### config.mk
export PLATFORM = sky130hd
export DESIGN_NAME = l1_dcache
export DESIGN_NICKNAME = d
export VERILOG_FILES = /design/src/logic/cache_pkg.sv /design/src/logic/way_access_if.sv /design/src/logic/cache_ways.sv /design/src/logic/miss_controller.sv /design/src/logic/l1_dcache.sv
export SDC_FILE = /design/constraint.sdc
export NUM_CORES = 2
export LEC_CHECK = 0
export BUFFER_PORTS_ARGS = -buffer_cell sky130_fd_sc_hd__buf_4
export CAP_MARGIN = 20
export CORE_UTILIZATION = 35
export CTS_BUF_LIST = sky130_fd_sc_hd__clkbuf_8
export DETAILED_ROUTE_END_ITERATION = 8
export PLACE_DENSITY = 0.48
export RECOVER_POWER = 25
export SLEW_MARGIN = 20
export SYNTH_ARGS = -nofsm -noshare
export SYNTH_HDL_FRONTEND = slang
export SYNTH_SLANG_ARGS = --single-unit
### constraint.sdc
create_clock -name clk -period 16.64 [get_ports clk]
set_input_delay 3.328 -clock clk [delete_from_list [all_inputs] [get_ports clk]]
set_output_delay 3.328 -clock clk [all_outputs]
set_load 0.005 [all_outputs]
### src/logic/cache_pkg.sv
// L1 data cache package with address field widths, word and block types, miss FSM states
`default_nettype none

package cache_pkg;

    // ------------------------------------------------------------
    // Address split | tag (26) | set (2) | word offset (2) |
    // ------------------------------------------------------------
    localparam int WORD_W     = 32;                         // Processor data word
    localparam int ADDR_W     = 30;                         // Word address
    localparam int OFFSET_W   = 2;                          // Word select inside a block
    localparam int SET_W      = 2;
    localparam int NUM_SETS   = 1 << SET_W;
    localparam int TAG_W      = ADDR_W - SET_W - OFFSET_W;
    localparam int BLOCK_W    = WORD_W << OFFSET_W;         // Four words per block
    localparam int MEM_ADDR_W = TAG_W + SET_W;              // Block address with tag then set

    // ------------------------------------------------------------
    // Data types
    // ------------------------------------------------------------
    typedef logic [WORD_W-1:0]     word_t;
    typedef logic [BLOCK_W-1:0]    block_t;      // Word 0 sits in the low bits
    typedef logic [ADDR_W-1:0]     word_addr_t;
    typedef logic [MEM_ADDR_W-1:0] block_addr_t;
    typedef logic [TAG_W-1:0]      tag_t;
    typedef logic [SET_W-1:0]      set_idx_t;

    // Miss handling FSM
    typedef enum logic [1:0] {
        MISS_IDLE       = 2'd0,  // Hits served while waiting for a miss
        MISS_WRITE_BACK = 2'd1,  // Dirty victim going out to memory
        MISS_ALLOCATE   = 2'd2   // Requested block coming in
    } miss_state_e;

endpackage

`default_nettype wire

### src/logic/way_access_if.sv
// Way access interface between the miss controller and the cache way storage
`default_nettype none

interface way_access_if
    import cache_pkg::*;
();

    // Lookup results driven by the storage
    logic   hit;           // Request matches a valid way of its set
    logic   victim_dirty;  // LRU way of the set is valid and dirty
    tag_t   victim_tag;
    block_t victim_block;

    // Fill path driven by the controller
    logic   fill_en;       // One-cycle strobe that writes the LRU way
    block_t fill_block;

    modport storage (
        output hit,
        output victim_dirty,
        output victim_tag,
        output victim_block,
        input  fill_en,
        input  fill_block
    );

    modport controller (
        input  hit,
        input  victim_dirty,
        input  victim_tag,
        input  victim_block,
        output fill_en,
        output fill_block
    );

endinterface

`default_nettype wire

### src/logic/cache_ways.sv
// Two-way cache storage with tag compare, word read and write hits, LRU and block fills
`default_nettype none

module cache_ways
    import cache_pkg::*;
(
    input  wire                    clk,
    input  wire                    rst_n,

    // Processor request
    input  wire                    i_read,
    input  wire                    i_write,
    input  wire word_addr_t        i_addr,
    input  wire word_t             i_wdata,
    output word_t                  o_rdata,
    output logic                   o_stall,

    // Lookup results and fill path
    way_access_if.storage          ways
);

    // ------------------------------------------------------------
    // Request fields
    // ------------------------------------------------------------
    tag_t                req_tag;
    set_idx_t            req_set;
    logic [OFFSET_W-1:0] req_off;
    logic                req_valid;

    assign req_tag   = i_addr[ADDR_W-1 -: TAG_W];
    assign req_set   = i_addr[OFFSET_W +: SET_W];
    assign req_off   = i_addr[OFFSET_W-1:0];
    assign req_valid = i_read | i_write;

    // ------------------------------------------------------------
    // Storage arrays indexed by way first
    // ------------------------------------------------------------
    logic [1:0][NUM_SETS-1:0] valid_q;
    logic [1:0][NUM_SETS-1:0] dirty_q;
    logic [NUM_SETS-1:0]      lru_q;     // Victim way per set

    tag_t   tag_q  [2][NUM_SETS];
    block_t data_q [2][NUM_SETS];

    // ------------------------------------------------------------
    // Lookup
    // ------------------------------------------------------------
    logic [1:0] way_hit;
    logic       hit_way;
    logic       victim_way;

    always_comb begin
        for (int w = 0; w < 2; w++) begin
            way_hit[w] = valid_q[w][req_set] && (tag_q[w][req_set] == req_tag);
        end
    end

    assign hit_way    = way_hit[1];       // Way 0 unless way 1 matches
    assign victim_way = lru_q[req_set];

    assign ways.hit     = |way_hit;
    assign o_stall      = req_valid & ~ways.hit;
    assign o_rdata      = data_q[hit_way][req_set][req_off*WORD_W +: WORD_W];

    // Victim seen by the controller
    assign ways.victim_dirty = valid_q[victim_way][req_set] & dirty_q[victim_way][req_set];
    assign ways.victim_tag   = tag_q[victim_way][req_set];
    assign ways.victim_block = data_q[victim_way][req_set];

    // ------------------------------------------------------------
    // State bits
    // ------------------------------------------------------------
    always_ff @(posedge clk) begin
        if (!rst_n) begin
            valid_q <= '0;
            dirty_q <= '0;
            lru_q   <= '0;                            // Way 0 is the first victim
        end else if (ways.fill_en) begin
            valid_q[victim_way][req_set] <= 1'b1;
            dirty_q[victim_way][req_set] <= 1'b0;     // Every fill arrives clean
        end else if (req_valid && ways.hit) begin
            lru_q[req_set] <= ~hit_way;               // Other way becomes the victim
            if (i_write) begin
                dirty_q[hit_way][req_set] <= 1'b1;
            end
        end
    end

    // Tags and data
    always_ff @(posedge clk) begin
        if (ways.fill_en) begin
            tag_q[victim_way][req_set]  <= req_tag;
            data_q[victim_way][req_set] <= ways.fill_block;
        end else if (i_write && ways.hit) begin
            data_q[hit_way][req_set][req_off*WORD_W +: WORD_W] <= i_wdata;
        end
    end

    // A block is only ever filled into a set that missed on it
    a_single_way_hit : assert property (
        @(posedge clk) disable iff (!rst_n)
        !(way_hit[0] && way_hit[1])
    );

endmodule

`default_nettype wire

### src/logic/miss_controller.sv
// Miss controller FSM that writes back dirty victims and allocates blocks from memory
`default_nettype none

module miss_controller
    import cache_pkg::*;
(
    input  wire                    clk,
    input  wire                    rst_n,

    // Processor request
    input  wire                    i_read,
    input  wire                    i_write,
    input  wire word_addr_t        i_addr,

    // Block memory port
    input  wire block_t            i_mem_rdata,
    input  wire                    i_mem_ready,
    output logic                   o_mem_read,
    output logic                   o_mem_write,
    output block_addr_t            o_mem_addr,
    output block_t                 o_mem_wdata,

    // Lookup results and fill path
    way_access_if.controller       ctrl
);

    // ------------------------------------------------------------
    // Request decode
    // ------------------------------------------------------------
    set_idx_t    req_set;
    block_addr_t req_block_addr;
    logic        req_miss;

    assign req_set        = i_addr[OFFSET_W +: SET_W];
    assign req_block_addr = i_addr[ADDR_W-1:OFFSET_W];
    assign req_miss       = (i_read | i_write) & ~ctrl.hit;

    // ------------------------------------------------------------
    // Next state
    // ------------------------------------------------------------
    miss_state_e state_q;
    miss_state_e state_d;

    always_comb begin
        state_d = state_q;
        case (state_q)
            MISS_IDLE: begin
                if (req_miss) begin
                    state_d = ctrl.victim_dirty ? MISS_WRITE_BACK : MISS_ALLOCATE;
                end
            end
            MISS_WRITE_BACK: begin
                if (i_mem_ready) begin
                    state_d = MISS_ALLOCATE;
                end
            end
            MISS_ALLOCATE: begin
                if (i_mem_ready) begin
                    state_d = MISS_IDLE;              // Hit follows on the next cycle
                end
            end
            default: begin
                state_d = MISS_IDLE;
            end
        endcase
    end

    // State and request levels that follow the next state
    always_ff @(posedge clk) begin
        if (!rst_n) begin
            state_q     <= MISS_IDLE;
            o_mem_read  <= 1'b0;
            o_mem_write <= 1'b0;
        end else begin
            state_q     <= state_d;
            o_mem_write <= (state_d == MISS_WRITE_BACK);
            o_mem_read  <= (state_d == MISS_ALLOCATE);
        end
    end

    // Address and write data load only when a new request starts
    always_ff @(posedge clk) begin
        if (state_q == MISS_IDLE && state_d == MISS_WRITE_BACK) begin
            o_mem_addr  <= {ctrl.victim_tag, req_set};   // Victim block address
            o_mem_wdata <= ctrl.victim_block;
        end else if (state_q != MISS_ALLOCATE && state_d == MISS_ALLOCATE) begin
            o_mem_addr  <= req_block_addr;
        end
    end

    // ------------------------------------------------------------
    // Fill strobe in the same cycle as the read ready
    // ------------------------------------------------------------
    assign ctrl.fill_en    = (state_q == MISS_ALLOCATE) && i_mem_ready;
    assign ctrl.fill_block = i_mem_rdata;

    a_mem_one_request : assert property (
        @(posedge clk) disable iff (!rst_n)
        !(o_mem_read && o_mem_write)
    );

    // Request stays put until memory answers
    a_mem_req_stable : assert property (
        @(posedge clk) disable iff (!rst_n)
        (o_mem_read || o_mem_write) && !i_mem_ready
            |=> $stable(o_mem_addr) && $stable({o_mem_read, o_mem_write})
    );

endmodule

`default_nettype wire

### src/logic/l1_dcache.sv
// Top level of the 2-way write-back L1 data cache joining the way storage and miss controller
`default_nettype none

module l1_dcache
    import cache_pkg::*;
(
    input  wire               clk,
    input  wire               rst_n,

    // Processor port
    input  wire               i_read,
    input  wire               i_write,
    input  wire word_addr_t   i_addr,
    input  wire word_t        i_wdata,
    output word_t             o_rdata,
    output logic              o_stall,

    // Block memory port
    input  wire block_t       i_mem_rdata,
    input  wire               i_mem_ready,
    output logic              o_mem_read,
    output logic              o_mem_write,
    output block_addr_t       o_mem_addr,
    output block_t            o_mem_wdata
);

    way_access_if ways_if ();

    // Hit path and storage
    cache_ways u_ways (
        .clk         (clk),
        .rst_n       (rst_n),
        .i_read      (i_read),
        .i_write     (i_write),
        .i_addr      (i_addr),
        .i_wdata     (i_wdata),
        .o_rdata     (o_rdata),
        .o_stall     (o_stall),
        .ways        (ways_if.storage)
    );

    // Miss path toward memory
    miss_controller u_miss (
        .clk         (clk),
        .rst_n       (rst_n),
        .i_read      (i_read),
        .i_write     (i_write),
        .i_addr      (i_addr),
        .i_mem_rdata (i_mem_rdata),
        .i_mem_ready (i_mem_ready),
        .o_mem_read  (o_mem_read),
        .o_mem_write (o_mem_write),
        .o_mem_addr  (o_mem_addr),
        .o_mem_wdata (o_mem_wdata),
        .ctrl        (ways_if.controller)
    );

endmodule

`default_nettype wire

==> qor.csv <==
stage,metric,value,unit
floorplan,Die W,433.2,um
global_routing,grt ovf,0,
synth,Synth Cell Area,65080,um^2
sta,Tcrit/Tclk final,80.63,%
synth,"FFs w/ async S/R, synth",0,%
route,Vias per Instance,5.794,
global_routing,largest net degree at the start of global routing,122,
global_routing,global-route wire length before repair,348400,um
sta,Slew Limit Fails,505,
synth,multiplexer share of the synthesized area,21.86,%
synth,YS warnings,0,
sta,minimum clock period,13.42,ns
finish,fillcell total,17020,
sta,Worst-Margin Slew,4.313,ns
placed_design,Final GP Congestion,0.8748,
floorplan,initial core utilization,35.40,%
setup_path,Worst setup EP type,primary output,
sta,Max Freq,74.53,MHz
setup_path,Max stage delay on crit path,1.96,ns
synth,xor/xnor share of the synthesized area,0.6056,%
status,failing checks,"capacitance limit, slew limit",
sta,final hold vios,0,
setup_path,critical path buffer and inverter count,5,
synth,Synth Net Count,4259,
setup_path,Crit path top cell by count,buf_4,
global_routing,vias in the first global route,41960,
finish,Area Overhead vs Synth,15.46,%
clocking,Clock transition at path regs,0.06,ns
global_routing,Total Routing Usage GR,27.17,%
sta,Setup-failing EPs final,0,
clocking,Worst-Skew Late Latency,1.03,ns
synth,post-synthesis compound-gate area fraction,6.757,%
setup_path,CP cell instances,buf_8 -> clkbuf_1 -> buf_4 -> mux2i_1 -> xnor2_1 -> nor3_1 -> a31oi_1 -> and4b_4 -> buf_4 -> a21oi_1 -> a21oi_1 -> buf_4,
clocking,CTS root buf,clkbuf_8,
clocking,Post-CTS Hold Fix Bufs,0,
finish,layout cells sized above 1,25.56,%
power,power per cell area,104.3,nW/um^2
floorplan,die area,187700,um^2
route,DR DRC count,0,
route,post-route antenna net violation count,0,
synth,Synth Area in Simple Gates,2.838,%
synth,"EDFF count, synth",1388,
clocking,Resized cells post-CTS,0,
clocking,clock buffer depth,4,
finish,Final #Nets,4720,
floorplan,die span in y,433.2,um
synth,Adder-Cell Fraction of Synth Area,0.09612,%
route,drt wl/cell,36.05,um
clocking,Sink Count,1412,
clocking,CTS Buf Count,274,
power,"Power, Total",0.007835,W
power,leakage,24.81,nW
synth,Syn Inst Count,4059,
synth,Yosys reg bits,1412,
setup_path,"Req. time, crit path",13.31,ns
setup_path,"Max stage delay cell, worst path",clkbuf_1,
setup_path,CP max FO,85,
route,DR vias,41600,
synth,Netlist cell types,67,
synth,combinational family with the most area after synthesis,multiplexers,
route,initial drt markers,4360,
sta,RSZ-0062 raised after global routing,no,
global_routing,initial antenna violation count,16,
clocking,Post-CTS Setup Inserts,0,
setup_path,type of the worst setup path,input pin to primary output,
sta,slew margin rel.,-187.5,%
placed_design,Port Buf Inserts,385,
setup_path,CP Data Arrival Time,10.09,ns
sta,setup_tns,0,ns
synth,sequential area share after synthesis,64.78,%
placed_design,hpwl dp,159500,um
synth,Syn Area/Cell,16.03,um^2
route,first-pass iteration count of the detailed router,5,
power,Peak VDD IR,0.05378,mV
clocking,CTS tree,done,
sta,clock skew,0.05763,ns
status,status,finished with violations,
floorplan,Placeable Area,183900,um^2
clocking,htree depth,5,
setup_path,"CP delay by family, top",buffers and inverters,
min_path,Hold Path Class,flip-flop to flip-flop,
setup_path,startpoint types,input pin,
floorplan,Ports,386,
run,MaxCap Viol Count,16,
synth,ys flop type,edfxtp_1,
floorplan,FP Rows,157,
route,Total Routed Length,258900,um
sequential cells by signal, summed over array words and instances (netlist names), 2 cells and up:
name,count
u_ways.data_q,1024
u_miss.o_mem_wdata,128
u_ways.lru_q,4
u_ways.dirty_q,8
u_miss.state_q,2
u_ways.tag_q,208
u_ways.valid_q,8
u_miss.o_mem_addr,28
worst reg2reg max path, stage by stage (launching register included):
cell and delay (ns):
dfxtp_2 0.63, mux2_1 0.53, a22oi_2 0.13, clkbuf_1 0.90, clkbuf_1 2.75, mux2_2 0.62, a21oi_1 0.15, o21ai_0 0.24
Yosys cell counts, drive strengths merged (3+ instances only):
cell	number	area (um^2)
xnor2	31	271.5
xor2	14	122.6
nand3	24	120.1
dfxtp	24	480.5
o31ai	3	22.52
o21ai	146	730.7
nand2	148	555.5
o31a	4	35.03
o221ai	75	656.9
mux2	159	1790
nand2b	4	25.02
a21o	16	120.1
nor3b	9	67.56
or2	3	18.77
mux4	294	6621
nand4	11	68.82
o211ai	3	22.52
inv	139	521.8
a22oi	3	22.52
nor3	45	225.2
a221oi	4	41.29
o22ai	194	1214
a21oi	206	1031
o221a	3	33.78
mux2i	581	5816
a2bb2oi	23	201.4
edfxtp	1388	41680
nor4	8	75.07
clkbuf	197	739.5
a211oi	3	27.52
nor2	152	570.6
nor2b	5	31.28
o21a	14	105.1
buf	94	729.4
ha	5	62.56
layer usage:
layer  wire length (um)  vias up  GRT usage [%]
met3              18530      468          4.839
met1             100300    21830          34.26
met5                 14        -              0
met4              16590        4          16.23
li1                   -    17230              -
met2             123400     2067          43.66
through the flow:
stage                     area, um^2  hold slack, ns  setup WS, ns  std cells  util [%]
after floorplan                65080          0.4400         7.602       4059         -
after global routing           75120          0.4941         2.873       7171     40.86
after CTS                      75560          0.4733         4.497       7166     41.10
final                          75140          0.4699         3.223       7180     40.87
after global placement         70730          0.4502         4.576       6708     38.47
after detailed placement       70730          0.4559         4.505       6708     38.47
worst paths after layout:
| kind | cells past startpoint | slack (ns) | end | startpoint |
|---|---|---|---|---|
| worst max-delay path | 12 | 3.22 | o_rdata[5] | i_addr[3] |
| worst min-delay path | 1 | 0.47 | u_ways.dirty_q[1] | u_ways.dirty_q[1] |
| worst max register to register | 7 | 10.30 | u_miss.o_mem_wdata[8] | u_ways.lru_q[0] |
| worst min register to register | 1 | 0.47 | u_ways.dirty_q[1] | u_ways.dirty_q[1] |
cell families (layout without fill, tap and decap cells):
group,Yosys count,count (layout)
buffers and inverters,431,1074
AOI/OAI and AO/OA,712,712
adders and majority gates,5,5
other,0,14
and+or+nand+nor,420,420
DFF,1412,1412
xor gates and xnor gates,45,45
muxes,1034,1034
cells in the final DEF, fill, tap and decap left out, types with 133 or more instances in the layout:
cell type	instances
edfxtp_1	1388
buf_4	264
mux4_2	294
clkbuf_8	286
mux2_2	150
nor2_1	133
nand2_1	144
mux2i_1	581
o21ai_0	145
inv_1	206
a21oi_1	206
o22ai_1	193
layout make-up:
class	count	area, um^2	share of cell area, %
diodes	14	35.03	0.04662
clock buffers	286	3936	5.238
multi-input cells	2216	21180	28.19
clock inverters	172	895.9	1.192
inverters	140	530.5	0.7060
repair buffers	476	3313	4.409
flip-flops and latches	1412	42170	56.12
well taps	2464	3083	4.103
where the power goes:
group	switching, W	internal (W)	leakage (nW)
sequential	0.0000184	0.00396	12.7
clock	0.00151	0.00170	2.74
combinational	0.000439	0.000204	9.32
No activity file was read; power rests on OpenSTA's default activity.
